**src/sublane_pkg.sv**
```systemverilog
`default_nettype none

package sublane_pkg;

   // instruction kinds the sequencer handles
   typedef enum logic [1:0] {
      INST_NORMAL = 2'd0,   // read, write back after the delay
      INST_STORE  = 2'd1,   // read only
      INST_LOAD   = 2'd2    // writes follow the load beats
   } inst_kind_t;

   typedef enum logic [1:0] {
      EW_BYTE = 2'd0,
      EW_HALF = 2'd1,
      EW_WORD = 2'd2
   } elem_width_t;

   typedef enum logic [1:0] {
      ST_IDLE   = 2'd0,
      ST_NORMAL = 2'd1,
      ST_STORE  = 2'd2,
      ST_LOAD   = 2'd3
   } seq_state_t;

   localparam int BYTES_PER_WORD = 4;
   localparam int BYTE_SEL_W     = $clog2(BYTES_PER_WORD);   // slot index inside a word

   // index of the last element slot in one VRF word
   function automatic logic [BYTE_SEL_W-1:0] last_slot(elem_width_t w);
      logic [BYTE_SEL_W-1:0] slot;
      case (w)
         EW_BYTE: slot = BYTE_SEL_W'(BYTES_PER_WORD - 1);
         EW_HALF: slot = BYTE_SEL_W'(BYTES_PER_WORD / 2 - 1);
         default: slot = '0;   // one word per element
      endcase
      return slot;
   endfunction

endpackage

`default_nettype wire

```
**src/sublane_cfg_regs.sv**
```systemverilog
`default_nettype none

module sublane_cfg_regs #(
   parameter int VLANE_NUM       = 8,
   parameter int MAX_VL_PER_LANE = 256,
   localparam int VL_W  = $clog2(VLANE_NUM * MAX_VL_PER_LANE + 1),
   localparam int DLY_W = $clog2(MAX_VL_PER_LANE),
   localparam int EPL_W = $clog2(MAX_VL_PER_LANE + 1)
) (
   input  wire logic                     clk_i,
   input  wire logic                     rstn_i,
   input  wire logic                     accept_i,
   input  wire sublane_pkg::inst_kind_t  inst_kind_i,
   input  wire logic [VL_W-1:0]          vl_i,
   input  wire sublane_pkg::elem_width_t vsew_i,
   input  wire logic [DLY_W-1:0]         inst_delay_i,
   output sublane_pkg::inst_kind_t       kind_o,
   output sublane_pkg::elem_width_t      rd_width_o,
   output sublane_pkg::elem_width_t      wr_width_o,
   output logic [DLY_W-1:0]              delay_o,
   output logic [EPL_W-1:0]              elems_per_lane_o,
   output logic [VL_W-1:0]               vl_o
);

   import sublane_pkg::*;

   logic [VL_W:0]    vl_round;   // vl plus lanes minus one
   logic [EPL_W-1:0] epl_calc;

   // elements per lane rounded up
   assign vl_round = {1'b0, vl_i} + (VL_W + 1)'(VLANE_NUM - 1);
   assign epl_calc = EPL_W'(vl_round / VLANE_NUM);

   ////////////////////
   // control settings
   always_ff @(posedge clk_i) begin
      if (!rstn_i) begin
         kind_o     <= INST_NORMAL;
         rd_width_o <= EW_WORD;
         wr_width_o <= EW_WORD;
      end else if (accept_i) begin
         kind_o     <= inst_kind_i;
         rd_width_o <= (inst_kind_i == INST_STORE) ? EW_WORD : vsew_i;   // stores read whole words
         wr_width_o <= (inst_kind_i == INST_LOAD) ? EW_WORD : vsew_i;    // load beats are words
      end
   end

   // instruction lengths
   always_ff @(posedge clk_i) begin
      if (accept_i) begin
         delay_o          <= inst_delay_i;
         elems_per_lane_o <= epl_calc;
         vl_o             <= vl_i;
      end
   end

endmodule

`default_nettype wire

```
**src/sublane_fsm.sv**
```systemverilog
`default_nettype none

module sublane_fsm #(
   parameter int VLANE_NUM       = 8,
   parameter int MAX_VL_PER_LANE = 256,
   localparam int VL_W  = $clog2(VLANE_NUM * MAX_VL_PER_LANE + 1),
   localparam int DLY_W = $clog2(MAX_VL_PER_LANE),
   localparam int EPL_W = $clog2(MAX_VL_PER_LANE + 1),
   localparam int CNT_W = $clog2(2 * MAX_VL_PER_LANE) + 1,
   localparam int IDX_W = CNT_W + $clog2(VLANE_NUM) + 1
) (
   input  wire logic                    clk_i,
   input  wire logic                    rstn_i,
   input  wire logic                    start_i,
   input  wire sublane_pkg::inst_kind_t kind_i,
   input  wire logic [DLY_W-1:0]        delay_i,
   input  wire logic [EPL_W-1:0]        elems_per_lane_i,
   input  wire logic [VL_W-1:0]         vl_i,
   input  wire logic                    load_valid_i,
   input  wire logic                    load_last_i,
   output logic                         accept_o,
   output logic                         addr_load_o,
   output logic                         rd_step_o,
   output logic                         wr_step_o,
   output sublane_pkg::seq_state_t      state_o,
   output logic                         ready_o,
   output logic [VLANE_NUM-1:0]         read_data_valid_o,
   output logic                         store_data_valid_o,
   output logic                         ready_for_load_o
);

   import sublane_pkg::*;

   seq_state_t       state_q, state_d;
   logic             pending_q;          // settings latched, kind known next edge
   logic [CNT_W-1:0] cnt_q;              // element being read in this cycle
   logic [CNT_W-1:0] cnt_nxt;
   logic [CNT_W-1:0] rd_len, wr_end;
   logic [CNT_W-1:0] elem_nxt;           // element shown after the next edge
   logic             rd_phase, rd_next, done;
   logic [IDX_W-1:0] lane_pos [VLANE_NUM];

   assign accept_o    = start_i & ready_o;
   assign addr_load_o = accept_o;
   assign state_o     = state_q;
   assign ready_for_load_o = (state_q == ST_LOAD);

   assign cnt_nxt = cnt_q + 1'b1;
   assign rd_len  = CNT_W'(elems_per_lane_i);
   assign wr_end  = CNT_W'(delay_i) + CNT_W'(elems_per_lane_i);

   ////////////////////
   // read and write phases
   assign rd_phase  = (state_q == ST_NORMAL) || (state_q == ST_STORE);
   assign rd_step_o = rd_phase && (cnt_nxt < rd_len);   // more reads follow
   assign rd_next   = (pending_q && (kind_i != INST_LOAD) && (rd_len != '0)) || rd_step_o;
   assign elem_nxt  = pending_q ? '0 : cnt_nxt;

   always_comb begin
      case (state_q)
         ST_NORMAL: wr_step_o = (cnt_q >= CNT_W'(delay_i)) && (cnt_q < wr_end);
         ST_LOAD:   wr_step_o = load_valid_i;   // one word per beat
         default:   wr_step_o = 1'b0;
      endcase
   end

   always_comb begin
      state_d = state_q;
      done    = 1'b0;
      case (state_q)
         ST_IDLE: begin
            if (pending_q) begin
               case (kind_i)
                  INST_STORE: state_d = ST_STORE;
                  INST_LOAD:  state_d = ST_LOAD;
                  default:    state_d = ST_NORMAL;
               endcase
            end
         end
         ST_NORMAL: done = (cnt_nxt >= wr_end);    // last write on show
         ST_STORE:  done = (cnt_nxt >= rd_len);
         ST_LOAD:   done = load_valid_i & load_last_i;
         default:   done = 1'b1;
      endcase
      if (done) begin
         state_d = ST_IDLE;
      end
   end

   always_ff @(posedge clk_i) begin
      if (!rstn_i) begin
         state_q   <= ST_IDLE;
         pending_q <= 1'b0;
         cnt_q     <= '0;
         ready_o   <= 1'b1;
      end else begin
         state_q   <= state_d;
         pending_q <= accept_o;
         cnt_q     <= (rd_phase && !done) ? cnt_nxt : '0;
         if (accept_o) begin
            ready_o <= 1'b0;
         end else if (done) begin
            ready_o <= 1'b1;
         end
      end
   end

   ////////////////////
   // per-lane valid
   always_comb begin
      for (int i = 0; i < VLANE_NUM; i++) begin
         lane_pos[i] = IDX_W'(elem_nxt) * IDX_W'(VLANE_NUM) + IDX_W'(i);
      end
   end

   always_ff @(posedge clk_i) begin
      if (!rstn_i) begin
         read_data_valid_o  <= '0;
         store_data_valid_o <= 1'b0;
      end else begin
         for (int i = 0; i < VLANE_NUM; i++) begin
            read_data_valid_o[i] <= rd_next && (lane_pos[i] < IDX_W'(vl_i));   // tail lanes drop out
         end
         store_data_valid_o <= rd_next && (kind_i == INST_STORE);
      end
   end

endmodule

`default_nettype wire

```
**src/vrf_addr_counter.sv**
```systemverilog
`default_nettype none

module vrf_addr_counter #(
   parameter int MEM_DEPTH = 512,
   localparam int AW = $clog2(MEM_DEPTH)
) (
   input  wire logic                     clk_i,
   input  wire logic                     rstn_i,
   input  wire logic                     load_i,
   input  wire logic [AW-1:0]            base_i,
   input  wire sublane_pkg::elem_width_t width_i,
   input  wire logic                     step_i,
   output logic [AW-1:0]                 addr_o
);

   import sublane_pkg::*;

   logic [BYTE_SEL_W-1:0] slot_q;   // elements already passed in this word
   logic                  word_done;

   // group complete once the last slot of the word steps
   assign word_done = (slot_q == last_slot(width_i));

   always_ff @(posedge clk_i) begin
      if (!rstn_i) begin
         addr_o <= '0;
         slot_q <= '0;
      end else if (load_i) begin
         addr_o <= base_i;
         slot_q <= '0;
      end else if (step_i) begin
         if (word_done) begin
            addr_o <= addr_o + 1'b1;   // wraps at the end of the VRF
            slot_q <= '0;
         end else begin
            slot_q <= slot_q + 1'b1;
         end
      end
   end

endmodule

`default_nettype wire

```
**src/byte_enable_gen.sv**
```systemverilog
`default_nettype none

module byte_enable_gen (
   input  wire logic                                  clk_i,
   input  wire logic                                  rstn_i,
   input  wire logic                                  restart_i,
   input  wire sublane_pkg::elem_width_t              width_i,
   input  wire logic                                  step_i,
   output logic [sublane_pkg::BYTES_PER_WORD-1:0]     bwen_o,
   output logic                                       wrap_o
);

   import sublane_pkg::*;

   localparam int HALF_B = BYTES_PER_WORD / 2;

   logic [BYTES_PER_WORD-1:0] onehot_q;    // byte slot of the current element
   logic                      half_hi_q;   // upper halfword selected
   logic [BYTES_PER_WORD-1:0] pattern;
   logic                      last;

   always_comb begin
      case (width_i)
         EW_BYTE: begin
            pattern = onehot_q;
            last    = onehot_q[BYTES_PER_WORD-1];
         end
         EW_HALF: begin
            pattern = {{HALF_B{half_hi_q}}, {HALF_B{~half_hi_q}}};
            last    = half_hi_q;
         end
         EW_WORD: begin
            pattern = '1;
            last    = 1'b1;
         end
         default: begin
            pattern = '0;
            last    = 1'b1;
         end
      endcase
   end

   assign bwen_o = step_i ? pattern : '0;   // quiet between writes
   assign wrap_o = step_i & last;

   always_ff @(posedge clk_i) begin
      if (!rstn_i || restart_i) begin
         onehot_q  <= BYTES_PER_WORD'(1);
         half_hi_q <= 1'b0;
      end else if (step_i) begin
         onehot_q  <= {onehot_q[BYTES_PER_WORD-2:0], onehot_q[BYTES_PER_WORD-1]};
         half_hi_q <= ~half_hi_q;
      end
   end

endmodule

`default_nettype wire

```
**src/sublane_driver.sv**
```systemverilog
`default_nettype none

module sublane_driver #(
   parameter int VLANE_NUM       = 8,
   parameter int MEM_DEPTH       = 512,
   parameter int MAX_VL_PER_LANE = 256,
   localparam int AW       = $clog2(MEM_DEPTH),
   localparam int VL_W     = $clog2(VLANE_NUM * MAX_VL_PER_LANE + 1),
   localparam int DLY_W    = $clog2(MAX_VL_PER_LANE),
   localparam int EPL_W    = $clog2(MAX_VL_PER_LANE + 1),
   localparam int BPW      = sublane_pkg::BYTES_PER_WORD,
   localparam int RD_PORTS = 2
) (
   input  wire logic                       clk_i,
   input  wire logic                       rstn_i,
   input  wire logic                       start_i,
   input  wire sublane_pkg::inst_kind_t    inst_kind_i,
   input  wire logic [VL_W-1:0]            vl_i,
   input  wire sublane_pkg::elem_width_t   vsew_i,
   input  wire logic [DLY_W-1:0]           inst_delay_i,
   input  wire logic [AW-1:0]              waddr_base_i,
   input  wire logic [RD_PORTS-1:0][AW-1:0] raddr_base_i,   // vs1, vs2
   input  wire logic                       load_valid_i,
   input  wire logic                       load_last_i,
   input  wire logic [VLANE_NUM-1:0][BPW-1:0] load_bwen_i,
   output logic                            ready_o,
   output logic [AW-1:0]                   vrf_waddr_o,
   output logic [RD_PORTS-1:0][AW-1:0]     vrf_raddr_o,
   output logic [VLANE_NUM-1:0][BPW-1:0]   vrf_bwen_o,
   output logic [VLANE_NUM-1:0]            read_data_valid_o,
   output logic                            store_data_valid_o,
   output logic                            ready_for_load_o
);

   import sublane_pkg::*;

   inst_kind_t       kind;
   elem_width_t      rd_width, wr_width;
   logic [DLY_W-1:0] delay;
   logic [EPL_W-1:0] elems_per_lane;
   logic [VL_W-1:0]  vl_q;
   logic             accept, addr_load, rd_step, wr_step;
   seq_state_t       state;
   logic [BPW-1:0]   gen_bwen;   // same pattern for every lane
   logic             wr_wrap;

   sublane_cfg_regs #(.VLANE_NUM(VLANE_NUM), .MAX_VL_PER_LANE(MAX_VL_PER_LANE)) u_cfg (
      .clk_i(clk_i), .rstn_i(rstn_i), .accept_i(accept),
      .inst_kind_i(inst_kind_i), .vl_i(vl_i), .vsew_i(vsew_i), .inst_delay_i(inst_delay_i),
      .kind_o(kind), .rd_width_o(rd_width), .wr_width_o(wr_width),
      .delay_o(delay), .elems_per_lane_o(elems_per_lane), .vl_o(vl_q)
   );

   sublane_fsm #(.VLANE_NUM(VLANE_NUM), .MAX_VL_PER_LANE(MAX_VL_PER_LANE)) u_fsm (
      .clk_i(clk_i), .rstn_i(rstn_i), .start_i(start_i),
      .kind_i(kind), .delay_i(delay), .elems_per_lane_i(elems_per_lane), .vl_i(vl_q),
      .load_valid_i(load_valid_i), .load_last_i(load_last_i),
      .accept_o(accept), .addr_load_o(addr_load), .rd_step_o(rd_step), .wr_step_o(wr_step),
      .state_o(state), .ready_o(ready_o), .read_data_valid_o(read_data_valid_o),
      .store_data_valid_o(store_data_valid_o), .ready_for_load_o(ready_for_load_o)
   );

   ////////////////////
   // address counters
   vrf_addr_counter #(.MEM_DEPTH(MEM_DEPTH)) u_waddr_cnt (
      .clk_i(clk_i), .rstn_i(rstn_i), .load_i(addr_load), .base_i(waddr_base_i),
      .width_i(EW_WORD),   // steps on every wrap from the generator
      .step_i(wr_wrap), .addr_o(vrf_waddr_o)
   );

   for (genvar p = 0; p < RD_PORTS; p++) begin : g_rd_cnt
      vrf_addr_counter #(.MEM_DEPTH(MEM_DEPTH)) u_raddr_cnt (
         .clk_i(clk_i), .rstn_i(rstn_i), .load_i(addr_load), .base_i(raddr_base_i[p]),
         .width_i(rd_width), .step_i(rd_step), .addr_o(vrf_raddr_o[p])
      );
   end

   byte_enable_gen u_bwen_gen (
      .clk_i(clk_i), .rstn_i(rstn_i), .restart_i(addr_load),
      .width_i(wr_width), .step_i(wr_step), .bwen_o(gen_bwen), .wrap_o(wr_wrap)
   );

   // load beats bring their own byte enables
   always_comb begin
      for (int i = 0; i < VLANE_NUM; i++) begin
         vrf_bwen_o[i] = (state == ST_LOAD) ? load_bwen_i[i] : gen_bwen;
      end
   end

endmodule

`default_nettype wire

```
**config.mk**
```make
export PLATFORM = sky130hd
export DESIGN_NAME = sublane_driver
export DESIGN_NICKNAME = d
export VERILOG_FILES = /design/src/sublane_pkg.sv /design/src/sublane_cfg_regs.sv /design/src/sublane_fsm.sv /design/src/vrf_addr_counter.sv /design/src/byte_enable_gen.sv /design/src/sublane_driver.sv
export SDC_FILE = /design/constraint.sdc
export NUM_CORES = 1
export LEC_CHECK = 0
export BUFFER_PORTS_ARGS = -buffer_cell sky130_fd_sc_hd__buf_2
export CAP_MARGIN = 20
export CORE_UTILIZATION = 59
export CTS_CLUSTER_DIAMETER = 200
export DETAILED_ROUTE_END_ITERATION = 8
export PLACE_DENSITY = 0.9
export RECOVER_POWER = 25
export SLEW_MARGIN = 20
export SYNTH_ARGS = -nofsm -noshare
export SYNTH_HDL_FRONTEND = slang
export SYNTH_SLANG_ARGS = --single-unit
```
**constraint.sdc**
```tcl
create_clock -name clk_i -period 11.2 [get_ports clk_i]
set_clock_uncertainty 0.1 [all_clocks]
set_input_delay 2.24 -clock clk_i [delete_from_list [all_inputs] [get_ports clk_i]]
set_output_delay 2.24 -clock clk_i [all_outputs]
set_load 0.02 [all_outputs]
```
=== Word-level counts from Yosys, hierarchy flattened ===
Cells that the tools add are included.

* Register bits: 96
* Bits of input ports: 88
* Logic and storage cells: 136
* Output and inout bits: 70

* Bitwise gates (word level): 5
* Muxes and demuxes: 32
* Add/sub/neg operators: 16
* Equality and inequality tests: 13
* Reductions and logical operators: 37
* Magnitude comparators: 13

{| class="wikitable"
|+ Operator list
! operator !! count
|-
| 14-bit by 12-bit less-than comparator with 1-bit output || 7
|-
| 9-bit 2-to-1 mux || 9
|-
| 13-bit by 3-bit adder with 14-bit output, second input constant || 4
|-
| 4-bit 2-to-1 mux || 9
|-
| 13-bit by 2-bit adder with 14-bit output, second input constant || 2
|-
| 9-bit by 1-bit adder with 9-bit output, second input constant || 3
|-
| 13-bit by 1-bit adder with 14-bit output, second input constant || 1
|-
| 1-bit logical AND || 14
|-
| 13-bit by 12-bit less-than comparator with 1-bit output || 1
|-
| 12-bit by 3-bit adder with 12-bit output, second input constant || 1
|-
| 4-bit one-hot mux with 3 select lines || 1
|-
| 2-bit nonzero test || 6
|-
| 10-bit by 1-bit adder with 10-bit output, second input constant || 1
|-
| 8-bit by 9-bit adder with 10-bit output || 1
|-
| 2-bit by 1-bit == test with 1-bit output, second input constant || 5
|-
| 2-bit == test, second input constant || 5
|-
| 10-bit >= comparator || 1
|-
| 10-bit by 8-bit >= comparator with 1-bit output || 1
|-
| 10-bit by 9-bit >= comparator with 1-bit output || 1
|-
| 10-bit less-than comparator || 1
|-
| 10-bit by 9-bit less-than comparator with 1-bit output || 1
|-
| 10-bit 2-to-1 mux || 1
|-
| 2-bit 2-to-1 mux || 5
|-
| 2-bit AND reduction || 5
|-
| other kinds (14) || 30
|}

=== Logic depth before layout (Yosys ltp) ===
Gate-level depths: netlist (run 1).

* Depth after elaboration: 7
* Mapped depth: 14
* Depth with buffers taken out: 14

=== Cells and area by module ===
From an unflattened synthesis (run 1), not the netlist that was laid out.

* Cell total of the unflattened synthesis: 706
* Area, all modules: 6543.8 um^2

{| class="wikitable"
|+ By module, submodules not included
! module !! cells an instance !! area an instance (um^2) !! times used
|-
| sublane_fsm || 330 || 2660.1 || 1
|-
| vrf_addr_counter || 74 || 626.9 || 3
|-
| sublane_cfg_regs || 79 || 1276.2 || 1
|-
| sublane_driver || 46 || 441.7 || 1
|-
| byte_enable_gen || 29 || 285.3 || 1
|}

=== Worst setup path before layout (run 1) ===
OpenSTA, ideal clock, no wires.

* Kind: reg2out
* From: reg u_cfg.elems_per_lane_o[2]
* To: out vrf_bwen_o[0] in the netlist's numbering
* Arrival: 2.966 ns
* Stages on the path, launching flop included: 12
* Data required time: 8.860 ns
* Setup slack: 5.894 ns
* Path buffers: 0
* Cells stage by stage: edfxtp_1 -> ha_1 -> o211a_1 -> a2111oi_2 -> o21ai_0 -> nand2_1 -> ha_1 -> and2_2 -> a221o_1 -> o22ai_1 -> nand3_1 -> nand2_1

{| class="wikitable"
|+ RTL lines
! what !! line !! RTL
|-
| from (decl) || sublane_cfg_regs.sv:21 || <nowiki>output logic [EPL_W-1:0] elems_per_lane_o,</nowiki>
|-
| from (signal assigned) || sublane_cfg_regs.sv:52 || <nowiki>elems_per_lane_o <= epl_calc;</nowiki>
|-
| to (decl) || sublane_driver.sv:29 || <nowiki>output logic [VLANE_NUM-1:0][BPW-1:0] vrf_bwen_o,</nowiki>
|}

==> summary by stage, run 1 <==
Status
The flow ran to the end, but the final reports show violations. The checks that failed: capacitance limit, slew limit.

Floorplanning
The floorplan has 37 rows. The horizontal die dimension is 106.0 um. The initial utilization of the core area, before any placement, comes to 61.23%. The die footprint is 11230 um2. From bottom edge to top edge, the die measures 106.0 um. During I/O placement, the number of pins put on the boundary was 158. The region available for standard cell placement spans 10420 um2.

Critical path
The worst register-to-register path begins at u_fsm.cnt_q[0]. Tracing the worst setup path back leads to its startpoint at u_cfg.delay_o[2]. STA puts the critical path data required time at 8860 ps. Of all nets on the critical path, the largest fanout is 8. The worst setup path is launched from a register. The worst setup path is captured at an output port. The critical path is of the register to output port type. Data arrives at the worst endpoint at 3860 ps.

STA
The upper clock frequency limit is 161.2 MHz. Summed over all failing endpoints, the final setup total negative slack is 0 ps. Setup repair after global routing left no endpoint under its margin. At the pin with the least slew margin, the transition time is 2292 ps. The final critical path takes up 55.38% of the cycle. The count of pins over their slew limit is 46. The smallest clock period supported by the final layout is computed as 6203 ps. The hold violation count in the final report is 0. The worst slew margin relative to its limit is -52.79%. The setup violation total in the final timing report is 0.

Synthesis
In the synthesized netlist the async set-or-reset flop fraction comes to 0%. The netlist uses 91 different library cells. The average size of a mapped cell is 8.784 um2. The net count after synthesis is 874. The flop and latch count out of synthesis is 96. The post-synthesis instance area is 6377 um2. The gate count after technology mapping is 726. Yosys mapped a number of flops with a built-in enable equal to 29.

The part of the Yosys area used for sequential elements is 34.69%. The leading area contributor after synthesis is sky130_fd_sc_hd__dfxtp_1. Summed over its instances, the top area cell type makes up 21.03% of the synthesized netlist area. During synthesis, Yosys emitted a total of 0 warnings. By area the synthesized netlist is led by sky130_fd_sc_hd__dfxtp_1 (21%), sky130_fd_sc_hd__edfxtp_1 (14%), sky130_fd_sc_hd__ha_1 (12%). The most instantiated flip-flop cell in the synthesis netlist is sky130_fd_sc_hd__dfxtp_1.

Routing
The detail route stage leaves a number of antenna-violating nets equal to 0. After detailed routing, the number of remaining DRC violations is 0. For this block, the initial DRC count from the detailed router was 395.

The final layout contains routed wiring with a total length of 14.71 mm. Dividing the detail-routed wire length by the instance count gives 14.51 um. The mean number of vias per cell is 5.616. The first-pass iteration count of the detailed router is 4.

Detailed routing inserted a total of 5695 vias.

CTS
Once the clock tree was built, the setup fixing pass inserted 0 buffers. The latest clock arrival within the worst-skew pair is 370 ps. The tree is rooted in a sky130_fd_sc_hd__clkbuf_8. The TritonCTS buffer count is 9. The clock net in this run drives a total of 96 sinks. Post-CTS repair changed the size of 0 cells. The cts-stage hold buffer count is 0.

The clock tree from TritonCTS is done. The number of buffers between clock root and the deepest sink is 2. The H-tree generated during clock tree synthesis spans 3 levels. The clock transition at the registers of the reported paths is 90 ps.

Power
The leakage power total is 0.003678 uW. The power density over the cells is 137.8 nW/um2. IR analysis of the VDD net gives a maximum drop of 0.1070 mV.

Cells and area
The share of post-route cells with drive strength above 1 is 21.07%. The core utilization of the finished layout is 70.79%. Relative to the synthesized area, the layout overhead comes to 15.62%.

The repair_antennas step left the layout with diodes totalling 0. The net count of the finished layout is 1021.

Global routing
Entering global routing, the biggest net connects 46 pins. The via count of the first global-routing pass came to 5210. Summed over all layers, the global routing overflow is 0. The global routing usage summed across all routing layers is 26.13%. The first global-routing pass estimated 23.63 mm of wire.

The number of antenna violations at the first check in global routing is 0.

Placed design
In this run the tool buffered the top-level ports with 157 buffer cells. The routability-driven placement congestion ratio is 0.9335. Once detailed placement completed, the half-perimeter wirelength came to 11.26 mm.

Min path
The startpoint of the most critical hold path is u_cfg.kind_o[1]. The type of the worst min-delay path is register to register.

Flow run
The max-capacitance violation count is 1.
-- flip-flops by register name, indices dropped and copies added (netlist names), 2 cells and up --
register / flops
u_cfg.rd_width_o: 2
u_waddr_cnt.slot_q: 2
g_rd_cnt.u_raddr_cnt.addr_o: 18
u_cfg.delay_o: 8
u_bwen_gen.onehot_q: 4
u_cfg.elems_per_lane_o: 9
u_fsm.cnt_q: 10
u_fsm.read_data_valid_o: 8
u_cfg.wr_width_o: 2
u_waddr_cnt.addr_o: 9
u_cfg.kind_o: 2
g_rd_cnt.u_raddr_cnt.slot_q: 4
u_fsm.state_o: 2
u_cfg.vl_o: 12
-- final timing paths --
path                          end  slack [ps]  cells past startpoint
hold / removal    u_cfg.kind_o[1]         400                      2
setup reg to reg   u_fsm.cnt_q[2]        7240                     13
hold reg to reg   u_cfg.kind_o[1]         400                      2
setup / recovery   vrf_bwen_o[31]        5000                     12
-- final cells by class --
cell class              count  area [um2]
well taps                 136       170.2
clock buffers              11       132.6
multi-input cells         539        3786
fillers                   832        3043
flip-flops and latches     96        2212
clock inverters             5       40.04
repair buffers            160       780.7
inverters                  67       251.5
-- cell usage after synthesis, types with 13 or more instances --
master and count:
sky130_fd_sc_hd__dfxtp_1 67, sky130_fd_sc_hd__o21ai_0 24, sky130_fd_sc_hd__a21o_1 13, sky130_fd_sc_hd__edfxtp_1 29, sky130_fd_sc_hd__nor2_1 47, sky130_fd_sc_hd__nand2_1 107
sky130_fd_sc_hd__ha_1 59, sky130_fd_sc_hd__nand3_1 27, sky130_fd_sc_hd__xnor2_1 16, sky130_fd_sc_hd__clkbuf_1 15, sky130_fd_sc_hd__a21oi_1 34, sky130_fd_sc_hd__xor2_1 24
sky130_fd_sc_hd__inv_1 66
-- metal layers --
| metal | vias to the layer above | global-route usage, % | share of wire, % |
|---|---|---|---|
| met5 | - | 0 | 0 |
| met4 | 0 | 10.62 | 2.3 |
| met3 | 26 | 3.372 | 5.3 |
| met2 | 187 | 44.96 | 47 |
| met1 | 2629 | 33.19 | 45 |
| li1 | 2853 | - | - |
-- through the flow --
step / std cells / setup WS (ps) / total power [uW] / instance area [um2] / hold slack (ps)
after floorplan: 726 / 5894 / 707.4 / 6377 / 360.3
after global placement: 998 / 5537 / 798.4 / 7217 / 384.7
after detailed placement: 998 / 5435 / 808.0 / 7217 / 390.3
after CTS: 1014 / 5038 / 1017 / 7390 / 402.0
after global routing: 1014 / 4778 / 1074 / 7373 / 430.1
final: 1014 / 4997 / 1016 / 7373 / 401.7
-- where the power goes --
part	internal (uW)	switching [uW]	leakage [uW]	total, uW
clock network	83.7	126	0.0000874	210
registers	406	38.0	0.000824	444
logic	145	217	0.00277	362
-- placed cells by master, fill, tap and decap left out, drive strengths merged, types with 29 or more instances in the layout --
| cell type | count |
|---|---|
| buf | 140 |
| nand2 | 107 |
| inv | 68 |
| dfxtp | 67 |
| ha | 59 |
| nor2 | 48 |
| a21oi | 35 |
| clkbuf | 31 |
| edfxtp | 29 |
-- kinds of logic after synthesis --
| logic type | Yosys count | synth area share, % |
|---|---|---|
| AO/OA/AOI/OAI | 161 | 18.56 |
| adder cells (fa/ha/maj) | 61 | 12.05 |
| multiplexers | 10 | 1.570 |
| XOR/XNOR | 43 | 6.376 |
| buffers and inverters | 91 | 6.121 |
| flip-flops | 96 | 34.69 |
| AND/OR/NAND/NOR | 264 | 20.64 |
-- worst max-delay path, stage by stage, from the launching register on --
cell and delay [ps]:
sky130_fd_sc_hd__edfxtp_1 420, sky130_fd_sc_hd__ha_1 370, sky130_fd_sc_hd__o211a_1 250, sky130_fd_sc_hd__a2111oi_2 440, sky130_fd_sc_hd__o21ai_0 140, sky130_fd_sc_hd__nand2_1 120, sky130_fd_sc_hd__ha_1 250, sky130_fd_sc_hd__and2_2 200
sky130_fd_sc_hd__a221o_1 360, sky130_fd_sc_hd__o22ai_1 260, sky130_fd_sc_hd__nand3_1 370, sky130_fd_sc_hd__nand2_1 140, sky130_fd_sc_hd__buf_2 170
Power figures use the tool's default switching activity.
==> inputs of run 2 (changes only) <==
--- a/config.mk
+++ b/config.mk
@@ -7,10 +7,10 @@
 export LEC_CHECK = 0
 export BUFFER_PORTS_ARGS = -buffer_cell sky130_fd_sc_hd__buf_2
 export CAP_MARGIN = 20
-export CORE_UTILIZATION = 59
+export CORE_UTILIZATION = 49
 export CTS_CLUSTER_DIAMETER = 200
 export DETAILED_ROUTE_END_ITERATION = 8
-export PLACE_DENSITY = 0.9
+export PLACE_DENSITY = 0.8
 export RECOVER_POWER = 25
 export SLEW_MARGIN = 20
 export SYNTH_ARGS = -nofsm -noshare
==> constraint.sdc (replaced) <==
create_clock -name clk_i -period 5.6 [get_ports clk_i]
set_clock_uncertainty 0.1 [all_clocks]
set_input_delay 1.12 -clock clk_i [delete_from_list [all_inputs] [get_ports clk_i]]
set_output_delay 1.12 -clock clk_i [all_outputs]
set_load 0.02 [all_outputs]
==> summary by stage, run 2 (synthesized netlist as in run 1, its figures left out) <==
Status
Status: finished with violations (unchanged). Violations in the final reports: capacitance limit, slew limit (unchanged).

Cells and area
The non-filler instance count after layout is 1050 (was 1014). The number of flip-flops in the largest register is 18 (unchanged). The number of fill cells is 1160 (was 832).

The net count of the finished layout was 1021 (unchanged). The post-synthesis to final-layout area growth was 18.11% (was 15.62%). The number of diodes was 0 (unchanged). Largest registers in the final layout: g_rd_cnt.u_raddr_cnt.addr_o: 18 flops, u_cfg.vl_o: 12 flops, u_fsm.cnt_q: 10 flops (unchanged). Commonest cells after routing, fill and taps aside: sky130_fd_sc_hd__buf_2 (128), sky130_fd_sc_hd__nand2_1 (107), sky130_fd_sc_hd__dfxtp_1 (67), sky130_fd_sc_hd__inv_1 (66), sky130_fd_sc_hd__ha_1 (59) (was sky130_fd_sc_hd__buf_2 (138), sky130_fd_sc_hd__nand2_1 (107), sky130_fd_sc_hd__dfxtp_1 (67), sky130_fd_sc_hd__inv_1 (66), sky130_fd_sc_hd__ha_1 (59)). The most common cell after layout, fill and taps aside is sky130_fd_sc_hd__buf_2 (unchanged). The share of post-route cells with drive strength above 1 is 19.93% (was 21.07%). The register with the highest flop count is g_rd_cnt.u_raddr_cnt.addr_o (unchanged). The core utilization of the finished layout is 59.45% (was 70.79%).

Routing
The number of antenna-violating nets in the routed design is 0 (unchanged). The mean number of vias per cell is 5.402 (was 5.616). The first-pass iteration count of the detailed router came to 4 (unchanged). The overall via count from detail_route came to 5672 (was 5695). The residual DRC count is 0 (unchanged). The wire length reported by the detailed router was 15.14 mm (was 14.71 mm). The wire length per cell after detailed routing is 14.42 um (was 14.51 um). The number of design-rule violations left by the first detailed-router iteration was 238 (was 395).

Power
The clock share of power came to 28.2% (was 20.7%). The leakage power total is 0.003696 uW (was 0.003678 uW). The cell internal power dissipation came to 1458 uW (was 634.7 uW). The power density over the cells is 297.8 nW/um2 (was 137.8 nW/um2). The sequential cell fraction of total power came to 39.7% (was 43.7%). The switching power of the nets is 785.2 uW (was 381.6 uW). The power after layout was 2243 uW (was 1016 uW). The maximum vdd drop is 0.2251 mV (was 0.1070 mV). The switching portion of total power came to 35.00% (was 37.55%). The share of total power in combinational logic is 32.0% (was 35.6%).

Critical path
The arrival time of the worst setup path is 3860 ps (about the same). The critical path endpoint category is an output port (unchanged). The category of the most critical setup path was register to output port (unchanged). The sort of element at the start of the critical path is a register (unchanged). The maximum fanout encountered on the critical timing path was 8 (unchanged). The endpoint required time on the critical path is 4380 ps (was 8860 ps).

Global routing
The final global-route overflow total was 0 (unchanged). The global-route wire length before repair is 23.78 mm (was 23.63 mm). The global routing usage summed across all routing layers is 22.84% (was 26.13%). The number of antenna violations at the first check in global routing came to 0 (unchanged). The pin count of the biggest net entering global routing is 46 (unchanged). The via count of the first global-routing pass was 4935 (was 5210).

STA
The setup violation total in the final timing report came to 0 (unchanged). The final critical-path share of the clock period is 90.66%. The hold violation count in the final report is 0 (unchanged). The count of pins over their slew limit is 86 (was 46).

Setup repair after global routing missed its margin: false (unchanged). For the finished layout, the period the worst path requires is 5077 ps. The actual transition at the worst max-transition pin is 2288 ps (was 2292 ps). The sum of negative setup slack is 0 ps (unchanged). The upper clock frequency limit is 197.0 MHz. The worst slew margin relative to its limit is -52.54% (was -52.79%).

The minimum setup slack in the final design is 523.2 ps (was 4997 ps).

CTS
The clock tree from TritonCTS is done (unchanged). The TritonCTS buffer count came to 9 (unchanged). The cts-stage hold buffer count is 0 (unchanged). The number of buffers between clock root and the deepest sink is 2 (unchanged).

The total setup buffers inserted after CTS is 0 (unchanged). The latest clock arrival within the worst-skew pair came to 360 ps (was 370 ps). The buffer cell driving the clock tree root is sky130_fd_sc_hd__clkbuf_16 (was sky130_fd_sc_hd__clkbuf_8). The total number of clock tree sinks came to 96 (unchanged). The total of cells resized after clock tree synthesis is 0 (unchanged). The H-tree depth is 3 (unchanged).

The clock transition at the registers of the reported paths is 70 ps (was 90 ps).

Floorplanning
The number of top-level pins came to 158 (unchanged). The height of the chip was 116.1 um (was 106.0 um). The die footprint is 13480 um2 (was 11230 um2). The initial standard-cell utilization of the core is 50.33% (was 61.23%). The core outline area is 12670 um2 (was 10420 um2). The horizontal die dimension is 116.1 um (was 106.0 um). The number of rows in the core area came to 41 (was 37).

Placed design
The count of buffers inserted at the top-level ports is 157 (unchanged). The placed instance count came to 1034 (was 998). The half-perimeter wire length after detailed placement is 11.36 mm (was 11.26 mm). The post-place setup slack is 903.7 ps (was 5435 ps). The routability-driven placement congestion ratio is 0.8866 (was 0.9335).

Min path
The type of the worst min-delay path is register to register (unchanged).

Flow run
The max-capacitance violation count was 2 (was 1).
[run 2: critical path, stage by stage (launching register included)]
cell,delay [ps]
sky130_fd_sc_hd__edfxtp_1,420
sky130_fd_sc_hd__ha_1,390
sky130_fd_sc_hd__o211a_1,260
sky130_fd_sc_hd__a2111oi_2,430
sky130_fd_sc_hd__o21ai_0,150
sky130_fd_sc_hd__nand2_1,110
sky130_fd_sc_hd__ha_1,240
sky130_fd_sc_hd__and2_2,200
sky130_fd_sc_hd__a221o_1,360
sky130_fd_sc_hd__o22ai_1,290
sky130_fd_sc_hd__nand3_1,340
sky130_fd_sc_hd__nand2_1,140
sky130_fd_sc_hd__buf_2,170
[run 2: power groups by stage]
stage / Clock (uW) / Sequential, uW / Combinational, uW
6_report: 633 / 891 / 719
5_1_grt: 678 / 903 / 800
4_1_cts: 643 / 888 / 727
3_5_place_dp: 0 / 902 / 720
3_3_place_gp: 0 / 900 / 707
2_1_floorplan: 0 / 941 / 474
[run 2: worst paths after layout]
| path | slack, ps | startpoint | cells past startpoint | end |
|---|---|---|---|---|
| setup reg to reg | 1510 | u_fsm.cnt_q[2] | 13 | u_fsm.cnt_q[1] |
| hold / removal | 400 | u_cfg.kind_o[1] | 2 | u_cfg.kind_o[1] |
| setup / recovery | 520 | u_cfg.delay_o[2] | 12 | vrf_bwen_o[3] |
| hold reg to reg | 400 | u_cfg.kind_o[1] | 2 | u_cfg.kind_o[1] |
[run 2: cell type report]
| class | instances | area, um2 | share of cell area (%) |
|---|---|---|---|
| Clock inverter | 5 | 56.30 | 0.7475 |
| Inverter | 67 | 251.5 | 3.339 |
| Multi-Input combinational cell | 539 | 3786 | 50.27 |
| Timing Repair Buffer | 160 | 768.2 | 10.20 |
| Sequential cell | 96 | 2212 | 29.37 |
| Clock buffer | 11 | 242.7 | 3.223 |
| Tap cell | 172 | 215.2 | 2.857 |
[run 2: layer usage]
metal | track usage, % | vias up | wire [um]
met5 | 0 | - | 0
met4 | 8.632 | 0 | 324
met3 | 3.661 | 22 | 844
met2 | 37.78 | 194 | 7056
met1 | 30.00 | 2598 | 6910
li1 | - | 2858 | -
[run 2: stage by stage]
step                      instance area [um2]  hold slack [ps]
after CTS                                7561            402.1
after global placement                   7262            388.1
after floorplan                          6377            360.3
final                                    7532            401.1
after detailed placement                 7262            393.0
after global routing                     7532            431.6
